<file path="src/netdbg_pkg.sv">
//////////////////////////////////////////////////
// widths, opcodes, result codes and stream items
// shared by every block of the debug bridge
//////////////////////////////////////////////////
package netdbg_pkg;

	// stream words and bus data are the same width
	typedef logic [31:0] dbg_word_t;
	typedef logic [15:0] frame_id_t;
	typedef logic [7:0] gpio_t;
	typedef logic [15:0] pkt_count_t;

	// opcode sits in bits 31:30 of a command word
	typedef enum logic [1:0]
	{
		DBG_NOP   = 2'b00,
		DBG_READ  = 2'b01,
		DBG_WRITE = 2'b10,
		DBG_RSV   = 2'b11
	} dbg_op_e;

	// one request word on its way to the executor
	typedef struct packed
	{
		dbg_word_t data;
		logic      last;
	} cmd_item_t;

	// has_data clear means a bare end-of-packet marker
	typedef struct packed
	{
		logic      has_data;
		logic      last;
		dbg_word_t data;
	} result_item_t;

	// what the reply header needs to know about a packet
	typedef struct packed
	{
		frame_id_t  frame_id;
		frame_id_t  prior_id;
		pkt_count_t count;
		gpio_t      gpio;
	} pkt_info_t;

	localparam dbg_word_t DBG_ERR_WORD = 32'hDEAD_BEEF;
	localparam dbg_word_t DBG_TIMEOUT_WORD = 32'hDEAD_0000;

	// output bit that clears the error flag, status bit that shows it
	localparam int GPIO_ERR_BIT = 2;

endpackage
</file>
<file path="src/netdbg_top.sv">
`timescale 1ns/1ps
//////////////////////////////////////////////////
// debug bridge top level that chains the parser,
// executor, result FIFO and framer
//////////////////////////////////////////////////
module netdbg_top #(
	parameter int AW = 30,
	parameter int LGWATCHDOG = 20,
	parameter int LGFIFO = 4,
	parameter netdbg_pkg::gpio_t DEF_GPIO = '0
) (
	input  logic                  i_clk,
	input  logic                  i_reset,
	// request stream
	input  logic                  i_s_valid,
	output logic                  o_s_ready,
	input  netdbg_pkg::dbg_word_t i_s_data,
	input  logic                  i_s_last,
	// reply stream
	output logic                  o_m_valid,
	input  logic                  i_m_ready,
	output netdbg_pkg::dbg_word_t o_m_data,
	output logic                  o_m_last,
	// wishbone master
	output logic                  o_wb_cyc,
	output logic                  o_wb_stb,
	output logic                  o_wb_we,
	output logic [AW-1:0]         o_wb_addr,
	output netdbg_pkg::dbg_word_t o_wb_data,
	input  logic                  i_wb_stall,
	input  logic                  i_wb_ack,
	input  netdbg_pkg::dbg_word_t i_wb_data,
	input  logic                  i_wb_err,
	// gpio
	input  netdbg_pkg::gpio_t     i_gpio,
	output netdbg_pkg::gpio_t     o_gpio
);
	import netdbg_pkg::*;

	logic cmd_valid, cmd_ready, info_stb, reply_done, bus_err;
	logic res_valid, res_ready, fifo_valid, fifo_ready;
	cmd_item_t cmd;
	pkt_info_t info;
	result_item_t res, fifo_item;

	//////////////////////////////////////////////////
	// request side
	dbg_rx_header #(.DEF_GPIO(DEF_GPIO)) u_rx (
		.i_clk(i_clk), .i_reset(i_reset),
		.i_s_valid(i_s_valid), .o_s_ready(o_s_ready),
		.i_s_data(i_s_data), .i_s_last(i_s_last),
		.o_cmd_valid(cmd_valid), .i_cmd_ready(cmd_ready), .o_cmd(cmd),
		.o_info_stb(info_stb), .o_info(info),
		.i_reply_done(reply_done), .o_gpio(o_gpio)
	);

	dbg_bus_exec #(.AW(AW), .LGWATCHDOG(LGWATCHDOG)) u_exec (
		.i_clk(i_clk), .i_reset(i_reset),
		.i_cmd_valid(cmd_valid), .o_cmd_ready(cmd_ready), .i_cmd(cmd),
		.o_res_valid(res_valid), .i_res_ready(res_ready), .o_res(res),
		.o_bus_err(bus_err),
		.o_wb_cyc(o_wb_cyc), .o_wb_stb(o_wb_stb), .o_wb_we(o_wb_we),
		.o_wb_addr(o_wb_addr), .o_wb_data(o_wb_data),
		.i_wb_stall(i_wb_stall), .i_wb_ack(i_wb_ack),
		.i_wb_data(i_wb_data), .i_wb_err(i_wb_err)
	);

	//////////////////////////////////////////////////
	// reply side
	dbg_result_fifo #(.LGFIFO(LGFIFO)) u_fifo (
		.i_clk(i_clk), .i_reset(i_reset),
		.i_wr_valid(res_valid), .o_wr_ready(res_ready), .i_wr_item(res),
		.o_rd_valid(fifo_valid), .i_rd_ready(fifo_ready), .o_rd_item(fifo_item)
	);

	dbg_tx_framer u_tx (
		.i_clk(i_clk), .i_reset(i_reset),
		.i_info_stb(info_stb), .i_info(info),
		.i_gpio(i_gpio), .i_bus_err(bus_err),
		.i_res_valid(fifo_valid), .o_res_ready(fifo_ready), .i_res(fifo_item),
		.o_m_valid(o_m_valid), .i_m_ready(i_m_ready),
		.o_m_data(o_m_data), .o_m_last(o_m_last),
		.o_reply_done(reply_done)
	);

endmodule

</file>
<file path="src/dbg_tx_framer.sv">
`timescale 1ns/1ps
//////////////////////////////////////////////////
// reply builder that sends two header words and then
// the results up to the item marked last
//////////////////////////////////////////////////
module dbg_tx_framer (
	input  logic                     i_clk,
	input  logic                     i_reset,
	input  logic                     i_info_stb,
	input  netdbg_pkg::pkt_info_t    i_info,
	input  netdbg_pkg::gpio_t        i_gpio,
	input  logic                     i_bus_err,
	input  logic                     i_res_valid,
	output logic                     o_res_ready,
	input  netdbg_pkg::result_item_t i_res,
	output logic                     o_m_valid,
	input  logic                     i_m_ready,
	output netdbg_pkg::dbg_word_t    o_m_data,
	output logic                     o_m_last,
	output logic                     o_reply_done
);
	import netdbg_pkg::*;

	typedef enum logic [1:0]
	{
		TX_IDLE,
		TX_W0,
		TX_BODY,
		TX_LAST
	} tx_state_e;

	tx_state_e r_state;
	logic r_err, r_err_clr, w_marker, w_skip, w_xfer;
	gpio_t w_status;
	dbg_word_t r_word, r_word1;

	// status byte is the gpio inputs with the sticky error folded in
	always_comb
	begin
		w_status = i_gpio;
		w_status[GPIO_ERR_BIT] = i_gpio[GPIO_ERR_BIT] | r_err;
	end

	// looking one item ahead decides whether the held word is the last one
	assign w_marker = i_res.last && !i_res.has_data;
	assign w_skip = !i_res.last && !i_res.has_data;

	always_comb
	begin
		o_m_valid = 1'b0;
		o_m_last = 1'b0;
		case (r_state)
		TX_W0:
			o_m_valid = 1'b1;
		TX_BODY:
		begin
			o_m_valid = i_res_valid && !w_skip;
			o_m_last = w_marker;
		end
		TX_LAST:
		begin
			o_m_valid = 1'b1;
			o_m_last = 1'b1;
		end
		default:
		begin
		end
		endcase
	end

	assign o_m_data = r_word;
	assign w_xfer = o_m_valid && i_m_ready;
	// the lookahead item is consumed with the held word
	assign o_res_ready = (r_state == TX_BODY) && (i_m_ready || w_skip);
	assign o_reply_done = w_xfer && o_m_last;

	always_ff @(posedge i_clk)
		if (i_reset)
		begin
			r_state <= TX_IDLE;
			r_err <= 1'b0;
			r_err_clr <= 1'b0;
		end
		else
		begin
			// clear request from the host beats a new error
			if (r_err_clr)
				r_err <= 1'b0;
			else if (i_bus_err)
				r_err <= 1'b1;
			case (r_state)
			TX_IDLE:
				if (i_info_stb)
				begin
					r_err_clr <= i_info.gpio[GPIO_ERR_BIT];
					r_state <= TX_W0;
				end
			TX_W0:
				if (i_m_ready)
					r_state <= TX_BODY;
			TX_BODY:
				if (w_xfer)
				begin
					if (w_marker)
						r_state <= TX_IDLE;
					else if (i_res.last)
						r_state <= TX_LAST;
				end
			default:
				if (i_m_ready)
					r_state <= TX_IDLE;
			endcase
		end

	always_ff @(posedge i_clk)
		if (r_state == TX_IDLE && i_info_stb)
		begin
			r_word <= {i_info.frame_id, w_status, i_info.gpio};
			r_word1 <= {i_info.prior_id, i_info.count};
		end
		else if (r_state == TX_W0 && i_m_ready)
			r_word <= r_word1;
		else if (r_state == TX_BODY && w_xfer)
			r_word <= i_res.data;

	// reply word and its last flag hold through back-pressure
	a_reply_hold: assert property (@(posedge i_clk) disable iff (i_reset)
		o_m_valid && !i_m_ready |=> o_m_valid && $stable(o_m_data) && $stable(o_m_last));

endmodule

</file>
<file path="src/dbg_result_fifo.sv">
`timescale 1ns/1ps
//////////////////////////////////////////////////
// result item FIFO between executor and framer
//////////////////////////////////////////////////
module dbg_result_fifo #(
	parameter int LGFIFO = 4
) (
	input  logic                     i_clk,
	input  logic                     i_reset,
	input  logic                     i_wr_valid,
	output logic                     o_wr_ready,
	input  netdbg_pkg::result_item_t i_wr_item,
	output logic                     o_rd_valid,
	input  logic                     i_rd_ready,
	output netdbg_pkg::result_item_t o_rd_item
);
	import netdbg_pkg::*;

	localparam int DEPTH = 1 << LGFIFO;

	result_item_t mem [DEPTH];
	logic [LGFIFO-1:0] r_wr_ptr, r_rd_ptr;
	logic [LGFIFO:0] r_fill;
	logic w_wr, w_rd;

	assign o_wr_ready = (r_fill != DEPTH);
	assign o_rd_valid = (r_fill != '0);
	// head of the queue is read straight from the array
	assign o_rd_item = mem[r_rd_ptr];
	assign w_wr = i_wr_valid && o_wr_ready;
	assign w_rd = o_rd_valid && i_rd_ready;

	always_ff @(posedge i_clk)
		if (w_wr)
			mem[r_wr_ptr] <= i_wr_item;

	always_ff @(posedge i_clk)
		if (i_reset)
		begin
			r_wr_ptr <= '0;
			r_rd_ptr <= '0;
			r_fill <= '0;
		end
		else
		begin
			if (w_wr)
				r_wr_ptr <= r_wr_ptr + 1'b1;
			if (w_rd)
				r_rd_ptr <= r_rd_ptr + 1'b1;
			if (w_wr && !w_rd)
				r_fill <= r_fill + 1'b1;
			else if (w_rd && !w_wr)
				r_fill <= r_fill - 1'b1;
		end

	// overrun or underrun would break the pointer and count agreement
	a_fill_max: assert property (@(posedge i_clk) disable iff (i_reset)
		r_fill <= DEPTH);
	a_ptr_sync: assert property (@(posedge i_clk) disable iff (i_reset)
		(r_wr_ptr - r_rd_ptr) == r_fill[LGFIFO-1:0]);

endmodule

</file>
<file path="src/dbg_bus_exec.sv">
`timescale 1ns/1ps
//////////////////////////////////////////////////
// runs each command as one wishbone cycle and
// pushes read results and end markers
//////////////////////////////////////////////////
module dbg_bus_exec #(
	parameter int AW = 30,
	parameter int LGWATCHDOG = 20
) (
	input  logic                     i_clk,
	input  logic                     i_reset,
	input  logic                     i_cmd_valid,
	output logic                     o_cmd_ready,
	input  netdbg_pkg::cmd_item_t    i_cmd,
	output logic                     o_res_valid,
	input  logic                     i_res_ready,
	output netdbg_pkg::result_item_t o_res,
	output logic                     o_bus_err,
	output logic                     o_wb_cyc,
	output logic                     o_wb_stb,
	output logic                     o_wb_we,
	output logic [AW-1:0]            o_wb_addr,
	output netdbg_pkg::dbg_word_t    o_wb_data,
	input  logic                     i_wb_stall,
	input  logic                     i_wb_ack,
	input  netdbg_pkg::dbg_word_t    i_wb_data,
	input  logic                     i_wb_err
);
	import netdbg_pkg::*;

	typedef enum logic [1:0]
	{
		EX_IDLE,
		EX_WDATA,
		EX_BUS,
		EX_PUSH
	} ex_state_e;

	ex_state_e r_state;
	dbg_op_e w_op;
	logic r_last, w_expired, w_done;
	logic [LGWATCHDOG-1:0] r_wdt;
	dbg_word_t w_rd_word;

	assign w_op = dbg_op_e'(i_cmd.data[31:30]);
	assign o_cmd_ready = (r_state == EX_IDLE) || (r_state == EX_WDATA);
	assign o_res_valid = (r_state == EX_PUSH);

	// ack wins over err, err over the watchdog
	assign w_expired = &r_wdt;
	assign w_done = i_wb_ack || i_wb_err || w_expired;
	assign w_rd_word = i_wb_ack ? i_wb_data : (i_wb_err ? DBG_ERR_WORD : DBG_TIMEOUT_WORD);

	always_ff @(posedge i_clk)
		if (i_reset)
		begin
			r_state <= EX_IDLE;
			o_wb_cyc <= 1'b0;
			o_wb_stb <= 1'b0;
		end
		else
			case (r_state)
			EX_IDLE:
				if (i_cmd_valid)
				begin
					o_wb_addr <= i_cmd.data[AW-1:0];
					r_last <= i_cmd.last;
					// preload an end marker for the no-data cases
					o_res <= '{has_data: 1'b0, last: 1'b1, data: '0};
					case (w_op)
					DBG_READ:
					begin
						o_wb_cyc <= 1'b1;
						o_wb_stb <= 1'b1;
						o_wb_we <= 1'b0;
						r_state <= EX_BUS;
					end
					DBG_WRITE:
						// packet ended before the data word, so drop it
						r_state <= i_cmd.last ? EX_PUSH : EX_WDATA;
					default:
						if (i_cmd.last)
							r_state <= EX_PUSH;
					endcase
				end
			EX_WDATA:
				if (i_cmd_valid)
				begin
					o_wb_data <= i_cmd.data;
					r_last <= i_cmd.last;
					o_wb_cyc <= 1'b1;
					o_wb_stb <= 1'b1;
					o_wb_we <= 1'b1;
					r_state <= EX_BUS;
				end
			EX_BUS:
			begin
				// request accepted once stall is low
				if (!i_wb_stall)
					o_wb_stb <= 1'b0;
				if (w_done)
				begin
					o_wb_cyc <= 1'b0;
					o_wb_stb <= 1'b0;
					if (!o_wb_we)
					begin
						o_res <= '{has_data: 1'b1, last: r_last, data: w_rd_word};
						r_state <= EX_PUSH;
					end
					else
						r_state <= r_last ? EX_PUSH : EX_IDLE;
				end
			end
			default:
				if (i_res_ready)
					r_state <= EX_IDLE;
			endcase

	// watchdog counts only while a cycle is open
	always_ff @(posedge i_clk)
		if (i_reset || !o_wb_cyc)
			r_wdt <= '0;
		else
			r_wdt <= r_wdt + 1'b1;

	always_ff @(posedge i_clk)
		if (i_reset)
			o_bus_err <= 1'b0;
		else
			o_bus_err <= o_wb_cyc && i_wb_err;

	a_stb_in_cyc: assert property (@(posedge i_clk) disable iff (i_reset)
		o_wb_stb |-> o_wb_cyc);

endmodule

</file>
<file path="src/dbg_rx_header.sv">
`timescale 1ns/1ps
//////////////////////////////////////////////////
// request parser that takes gpio and packet info from the
// header word and passes the later words on as command items
//////////////////////////////////////////////////
module dbg_rx_header #(
	parameter netdbg_pkg::gpio_t DEF_GPIO = '0
) (
	input  logic                  i_clk,
	input  logic                  i_reset,
	input  logic                  i_s_valid,
	output logic                  o_s_ready,
	input  netdbg_pkg::dbg_word_t i_s_data,
	input  logic                  i_s_last,
	output logic                  o_cmd_valid,
	input  logic                  i_cmd_ready,
	output netdbg_pkg::cmd_item_t o_cmd,
	output logic                  o_info_stb,
	output netdbg_pkg::pkt_info_t o_info,
	input  logic                  i_reply_done,
	output netdbg_pkg::gpio_t     o_gpio
);
	import netdbg_pkg::*;

	typedef enum logic [1:0]
	{
		RX_HEADER,
		RX_CMDS,
		RX_REPLY
	} rx_state_e;

	rx_state_e r_state, w_next;
	logic r_hdr_open, w_xfer, w_hdr_xfer;
	frame_id_t r_last_id, w_id;
	gpio_t w_mask, w_vals, w_gpio_new;
	pkt_count_t r_count, w_count_next;

	// header fields
	assign w_id = i_s_data[31:16];
	assign w_mask = i_s_data[15:8];
	assign w_vals = i_s_data[7:0];
	// masked bits take the new value and the rest hold
	assign w_gpio_new = (o_gpio & ~w_mask) | (w_vals & w_mask);
	assign w_count_next = r_count + 1'b1;

	// command words pass only when the item register is free
	assign o_s_ready = r_hdr_open || (r_state == RX_CMDS && (!o_cmd_valid || i_cmd_ready));
	assign w_xfer = i_s_valid && o_s_ready;
	assign w_hdr_xfer = w_xfer && r_state == RX_HEADER;

	always_comb
	begin
		w_next = r_state;
		case (r_state)
		RX_HEADER:
			if (w_xfer)
				w_next = i_s_last ? RX_REPLY : RX_CMDS;
		RX_CMDS:
			if (w_xfer && i_s_last)
				w_next = RX_REPLY;
		default:
			// closed until the reply has gone out
			if (i_reply_done)
				w_next = RX_HEADER;
		endcase
	end

	always_ff @(posedge i_clk)
		if (i_reset)
		begin
			r_state <= RX_HEADER;
			r_hdr_open <= 1'b0;
			o_gpio <= DEF_GPIO;
			r_last_id <= '0;
			r_count <= '0;
			o_info_stb <= 1'b0;
			o_cmd_valid <= 1'b0;
		end
		else
		begin
			r_state <= w_next;
			// header ready trails the state by a cycle and is low in reset
			r_hdr_open <= (w_next == RX_HEADER);
			o_info_stb <= w_hdr_xfer;
			if (w_hdr_xfer)
			begin
				o_gpio <= w_gpio_new;
				r_last_id <= w_id;
				r_count <= w_count_next;
			end
			// header-only packet still sends one closing nop
			if (w_xfer && (r_state == RX_CMDS || i_s_last))
				o_cmd_valid <= 1'b1;
			else if (i_cmd_ready)
				o_cmd_valid <= 1'b0;
		end

	always_ff @(posedge i_clk)
	begin
		if (w_hdr_xfer)
			o_info <= '{frame_id: w_id, prior_id: r_last_id,
				count: w_count_next, gpio: w_gpio_new};
		if (w_xfer && r_state == RX_CMDS)
			o_cmd <= '{data: i_s_data, last: i_s_last};
		else if (w_hdr_xfer && i_s_last)
			o_cmd <= '{data: {DBG_NOP, 30'd0}, last: 1'b1};
	end

	// the executor may see the item many cycles after it was offered
	a_cmd_hold: assert property (@(posedge i_clk) disable iff (i_reset)
		o_cmd_valid && !i_cmd_ready |=> o_cmd_valid && $stable(o_cmd));

endmodule

</file>
<file path="config.mk">
export PLATFORM = sky130hd
export DESIGN_NAME = netdbg_top
export DESIGN_NICKNAME = d
export VERILOG_FILES = /design/src/netdbg_pkg.sv /design/src/netdbg_top.sv /design/src/dbg_tx_framer.sv /design/src/dbg_result_fifo.sv /design/src/dbg_bus_exec.sv /design/src/dbg_rx_header.sv
export SDC_FILE = /design/constraint.sdc
export NUM_CORES = 1
export LEC_CHECK = 0
export BUFFER_PORTS_ARGS = -buffer_cell sky130_fd_sc_hd__buf_2
export CAP_MARGIN = 20
export CORE_MARGIN = 2
export CORE_UTILIZATION = 53
export CTS_BUF_LIST = sky130_fd_sc_hd__clkbuf_8 sky130_fd_sc_hd__clkbuf_16
export DETAILED_ROUTE_END_ITERATION = 10
export GPL_TIMING_DRIVEN = 0
export PLACE_DENSITY_LB_ADDON = 0.08
export SKIP_CTS_REPAIR_TIMING = 1
export SYNTH_ARGS = -nofsm -noshare
export SYNTH_HDL_FRONTEND = slang
export SYNTH_SLANG_ARGS = --single-unit
</file>
<file path="constraint.sdc">
create_clock -name i_clk -period 10.2 [get_ports i_clk]
set_input_delay 2.55 -clock i_clk [delete_from_list [all_inputs] [get_ports i_clk]]
set_output_delay 2.55 -clock i_clk [all_outputs]
set_load 0.005 [all_outputs]
</file>
==> results of run 1 <==
==> placed cells by master, fill, tap and decap left out, drive strengths merged, types with 7 or more instances in the layout <==
cell	Yosys	routed
dfxtp	91	91
bufinv	0	8
xnor2	19	19
a21boi	11	11
and2	36	36
xor2	30	30
clkbuf	60	150
mux2	8	8
nand2b	8	8
nor3	19	19
mux4	169	169
clkinv	0	34
nand4	7	7
inv	45	72
mux2i	34	34
a21oi	62	62
nand2	115	115
nand3	20	20
o21ai	45	45
and3	9	9
ha	18	18
or3	9	9
buf	24	268
nor2	89	89
edfxtp	795	795
==> where the power goes <==
| group | internal [W] | switching [W] | total, W |
|---|---|---|---|
| sequential | 0.00417 | 0.000128 | 0.00430 |
| combinational | 0.000140 | 0.000251 | 0.000391 |
| clock | 0.00179 | 0.00134 | 0.00313 |
| total | 0.00610 | 0.00172 | 0.00782 |
==> area by class of cell <==
| cell class | count | share of cell area (%) |
|---|---|---|
| flip-flops and latches | 886 | 65.69 |
| multi-input cells | 746 | 18.81 |
| clock buffers | 90 | 5.701 |
| repair buffers | 244 | 4.303 |
| well taps | 846 | 2.706 |
| clock inverters | 72 | 1.472 |
| plain buffers | 84 | 0.8829 |
| inverters | 45 | 0.4319 |
==> flip-flops by register name, summed over array words and instances, names as in the netlist, 4 cells and up, named ones only <==
name              cells
u_rx.o_cmd           33
u_exec.o_res         34
u_rx.r_last_id       16
u_rx.r_count         16
u_exec.o_wb_addr     30
u_rx.o_info          56
u_fifo.r_rd_ptr       4
u_tx.r_word1         32
u_exec.o_wb_data     32
u_fifo.r_fill         5
u_tx.o_m_data        32
u_rx.o_gpio           8
u_fifo.mem          544
u_exec.r_wdt         20
u_fifo.r_wr_ptr       4
==> stage by stage <==
step	power [W]	hold slack, ns	std cells
floorplan	0.004540	0.4003	1761
global placement	0.004739	0.4001	2793
detailed placement	0.004767	0.4045	2850
CTS	0.007880	0.4167	3012
global route	0.008072	0.4227	3013
finish	0.007821	0.4170	3013
==> routing by layer <==
metal  up-vias  track usage [%]  share of wire [%]
met3        98            3.020                5.4
met2       517            41.58                 52
met5         -                0                  0
met4         0            6.466                2.0
li1       7560                -                  -
met1      8909            33.44                 41
==> how the worst max path moves through the flow <==
stage               depth (start not counted)          endpoint  slack [ns]     start
floorplan                                   2   u_exec.o_res[0]        1.43   i_reset
global placement                            5  u_exec.o_res[25]       -6.48  i_wb_ack
detailed placement                          6         o_m_valid        5.00  register
CTS                                         6         o_m_valid        4.29  register
global route                                6         o_m_valid        4.26  register
finish                                      6         o_m_valid        4.35  register
==> logic make-up after synthesis <==
kind of cell	after synthesis	synth area share, %
flops	886	76.88
simple gates	331	4.578
mux	211	12.70
compound gates	136	2.302
buf+inv	129	1.524
xor+xnor	49	1.284
fa+ha+maj	19	0.7338
==> critical path: cells and delay by family (launching register included) <==
kind,cells,cell delay [ns]
compound gates,1,0.13
buf+inv,2,0.69
flops,1,0.39
mux,2,1.01
simple gates,1,0.42
==> run_results.csv, run 1 <==
group,metric,value,unit
floorplan,fp-row-count,92,
synthesis,ys_warn_count,0,
min_path,hold_end,"u_tx.r_word1[23]",
layout,final-seq-area,25690,um^2
timing,post-route-period-util,57.32,%
clock_network,cts_max_path_buffers,3,
synthesis,syn_area,33420,um^2
floorplan,dieArea,65090,um^2
clock_network,tritoncts,"built",
routing,viasPerCell,5.670,
routing,wirelength,77.84,mm
synthesis,syn_avg_cell_area,18.98,um^2
synthesis,synthFlopType,"edfxtp_1",
placement,placedInstanceArea,36290,um^2
placement,dp_slack,5.000,ns
min_path,min_delay_path_depth,0,
placement,dp_hpwl,51.90,mm
timing,setup_viol,0,
floorplan,io_pins,188,
timing,grt_setup_unrepaired,"false",
synthesis,synth.cells.most_frequent,"edfxtp_1, mux4_2, nand2_1",
global_routing,grt_start_max_net_pins,66,
clock_network,clock_sinks,886,
routing,drt_iter0_drc,1440,
timing,tns,0,ns
layout,fillers,4524,
routing,postRouteAntennaNets,0,
synthesis,yosys.area.top_type,"edfxtp_1",
timing,min_period,5.847,ns
layout,multi_input_area,7357,um^2
synthesis,synth_top_area_share,71.43,%
routing,post_drt_wl_per_cell,25.83,um
floorplan,initial_core_util,53.27,%
min_path,worstHoldStart,"u_rx.o_info[31]",
floorplan,dieWidth,255.1,um
global_routing,grt.overflow.total,0,
synthesis,ys_types,49,
synthesis,synth-edff-count,795,
setup_path,rr_endpoint,"u_fifo.r_fill[4]",
timing,finalClockSkew,0.01813,ns
synthesis,yosysSeqAreaShare,76.88,%
routing,drc,0,
synthesis,synth_seq_cells,886,
setup_path,worstSetupStartpointType,"register",
floorplan,coreArea,62740,um^2
timing,hold_viol,0,
setup_path,worstSetupPathType,"reg2out",
status,status,"finished clean",
placement,gp_congestion,0.7616,
min_path,hold_path_class,"reg2reg",
clock_network,cts_buffers,87,
timing,setup_ws,4.353,ns
layout,syn_to_final_growth,17.03,%
timing,relSlewSlack,32.67,%
setup_path,required,7.65,ns
timing,fmax,0.1710,GHz
clock_network,htree_levels,3,
setup_path,crit_top_cell,"mux4_2",
synthesis,synth.area.top_cells,"edfxtp_1, mux4_2, dfxtp_1, nand2_1, mux2i_1",
layout,drive_gt1_share,27.13,%
layout,fin_area,39110,um^2
clock_network,clkTransAtPathRegs,0.06,ns
setup_path,slowest_delay,0.56,ns
layout,final_util,62.35,%
placement,port-buffer-count,186,
routing,firstDrtPassIters,5,
setup_path,rr_worst_depth,14,
timing,slew_viol_final,0,
setup_path,cp_data_arrival_time,3.30,ns
setup_path,critPathSlowestCell,"mux4_2",
global_routing,grt_pass1_vias,17230,
power_and_ir_drop,power.density,200.0,nW/um^2
setup_path,end_kind,"output pin",
layout,diodes,0,
flow_run,drv_cap,0,
power_and_ir_drop,peakVddDrop,0.1240,mV
global_routing,grt_pass1_wl,111.9,mm
floorplan,dieHeight,255.1,um
clock_network,cts_root_buffer,"clkbuf_16",
global_routing,grt_usage,24.32,%
setup_path,crit_chain,"clkbuf_1, mux4_2, mux4_2, and4b_2, o21bai_1, buf_2",
setup_path,worst-path-max-fanout,10,
synthesis,synthCells,1761,
synthesis,async_reset_ff_share,0,%
routing,vias,17080,
clock_network,clk_latency,0.64,ns
synthesis,syn-num-nets,1860,
layout,final_nets,2193,
timing,tightest_slew,1.010,ns
global_routing,antenna_found_initial,4,
synthesis,synth.most_common_cell,"edfxtp_1",
power_and_ir_drop,leakage,13.14,nW
setup_path,r2r_slack,5.91,ns
Power figures use the tool's default switching activity.
==> inputs of run 2 (changes only) <==
Clock period 10.2 ns to 5.7 ns, I/O delays scaled along.
==> run_results.csv, run 2 (synthesis gave the netlist of run 1 again) <==
group,metric,value,unit
floorplan,coreArea,62740,um^2
layout,reg_top3,"u_fifo.mem: 544 flops, u_rx.o_info: 56 flops, u_exec.o_res: 34 flops",
timing,min_period,4.695,ns
layout,final_util,62.27,%
setup_path,worstSetupPathType,"reg2out",
timing,grt_setup_unrepaired,"false",
clock_network,cts_buffers,88,
floorplan,dieHeight,255.1,um
layout,syn_to_final_growth,16.88,%
power_and_ir_drop,switching_share,22.08,%
layout,final_cells,3010,
global_routing,antenna_found_initial,2,
floorplan,dieWidth,255.1,um
power_and_ir_drop,p_clk_share,39.8,%
power_and_ir_drop,combPwrFrac,5.1,%
global_routing,busiest_layer,"met2",
min_path,min_delay_path_depth,0,
timing,post-route-period-util,82.37,%
routing,postRouteAntennaNets,0,
setup_path,worst-path-max-fanout,10,
layout,fillers,4490,
placement,dp_hpwl,51.39,mm
power_and_ir_drop,switching_power,0.003082,W
placement,port-buffer-count,186,
setup_path,rr_worst_depth,14,
min_path,hold_path_class,"reg2reg",
timing,slew_viol_final,0,
global_routing,met1_usage,33.39,%
clock_network,clk_latency,0.64,ns
global_routing,grt_pass1_wl,112.4,mm
clock_network,clock_sinks,886,
setup_path,crit_chain,"clkbuf_1, mux4_2, mux4_2, and4b_2, o21bai_1, buf_2",
layout,drive_gt1_share,26.54,%
layout,mostFrequentLayoutCells,"edfxtp_1, buf_2, mux4_2, nand2_1, dfxtp_1",
global_routing,grt.overflow.total,0,
layout,fin_area,39070,um^2
setup_path,worstSetupStartpointType,"register",
setup_path,cp_data_arrival_time,3.27,ns
global_routing,met2_usage,40.71,%
timing,setup_viol,0,
power_and_ir_drop,seqPwrFrac,55.1,%
power_and_ir_drop,peakVddDrop,0.2017,mV
routing,post_drt_wl_per_cell,26.03,um
setup_path,slowest_delay,0.59,ns
timing,fmax,0.2130,GHz
clock_network,clkTransAtPathRegs,0.06,ns
global_routing,grt_start_max_net_pins,66,
routing,wirelength,78.35,mm
floorplan,dieArea,65090,um^2
setup_path,end_kind,"output pin",
floorplan,fp-row-count,92,
clock_network,htree_levels,3,
min_path,hold_end,"u_tx.r_word1[31]",
layout,regMostFlops,"u_fifo.mem",
timing,tns,0,ns
flow_run,drv_cap,0,
setup_path,required,4.28,ns
setup_path,crit_top_cell,"mux4_2",
clock_network,tritoncts,"built",
floorplan,io_pins,188,
timing,relSlewSlack,28.61,%
layout,final_common_cell,"edfxtp_1",
setup_path,r2r_slack,1.43,ns
routing,vias,17230,
layout,final_nets,2186,
floorplan,initial_core_util,53.27,%
power_and_ir_drop,power.density,357.3,nW/um^2
layout,largest_reg_flops,544,
setup_path,rr_endpoint,"u_fifo.r_fill[4]",
timing,finalClockSkew,0.01932,ns
status,status,"finished clean",
power_and_ir_drop,finalPower,0.01396,W
clock_network,cts_root_buffer,"clkbuf_16",
global_routing,globalRouteMet3Util,4.027,%
global_routing,grt_usage,24.40,%
timing,tightest_slew,1.071,ns
power_and_ir_drop,leakage,13.13,nW
routing,firstDrtPassIters,5,
placement,placedInstanceArea,36240,um^2
clock_network,cts_max_path_buffers,3,
placement,place_inst,2841,
routing,drc,0,
routing,drt_iter0_drc,1674,
placement,gp_congestion,0.8070,
timing,hold_viol,0,
setup_path,crit_family,"multiplexers",
setup_path,critPathSlowestCell,"clkbuf_1",
global_routing,grt_pass1_vias,17420,
routing,viasPerCell,5.723,
power_and_ir_drop,p_int,0.01087,W
min_path,worstHoldStart,"u_rx.o_info[39]",
setup_path,cp.buffers_inverters,2,
==> run 2: layout make-up <==
cell class | count | area (um^2) | share of cell area [%]
antenna | 1 | 2.502 | 0.006406
buffer | 84 | 345.3 | 0.8840
clock buffer | 94 | 2285 | 5.848
clock inverter | 72 | 505.5 | 1.294
inverter | 45 | 168.9 | 0.4324
multi-input combinational | 746 | 7370 | 18.86
sequential | 886 | 25690 | 65.77
tap | 846 | 1059 | 2.710
timing repair buffer | 236 | 1635 | 4.186
==> run 2: how the worst max path moves through the flow <==
| stage | depth (start not counted) | endpoint |
|---|---|---|
| 2_1_floorplan | 2 | u_tx.o_m_data[0] |
| 3_3_place_gp | 5 | u_tx.o_m_data[25] |
| 3_5_place_dp | 14 | u_fifo.r_fill[4] |
| 4_1_cts | 6 | o_m_valid |
| 5_1_grt | 8 | o_m_last |
| 6_report | 6 | o_m_valid |
==> run 2: power groups by stage <==
stage / clock (W) / sequential, W / combinational (W)
3_3_place_gp: 0 / 0.00782 / 0.000647
6_report: 0.00556 / 0.00769 / 0.000712
4_1_cts: 0.00565 / 0.00769 / 0.000723
5_1_grt: 0.00590 / 0.00772 / 0.000777
3_5_place_dp: 0 / 0.00782 / 0.000720
2_1_floorplan: 0 / 0.00775 / 0.000372
==> run 2: through the flow <==
step	hold WS, ns	setup WS (ns)
after detailed placement	0.4045	1.420
after CTS	0.4123	0.9698
after global placement	0.4006	-2.096
final	0.4195	1.005
after floorplan	0.4003	0.3358
after global routing	0.4249	0.8638
==> run 2: per-layer routing <==
metal / up-vias / share of wire (%)
met5: - / 0
met4: 0 / 2.3
met3: 94 / 6.3
met2: 556 / 51
met1: 9024 / 40
li1: 7552 / -
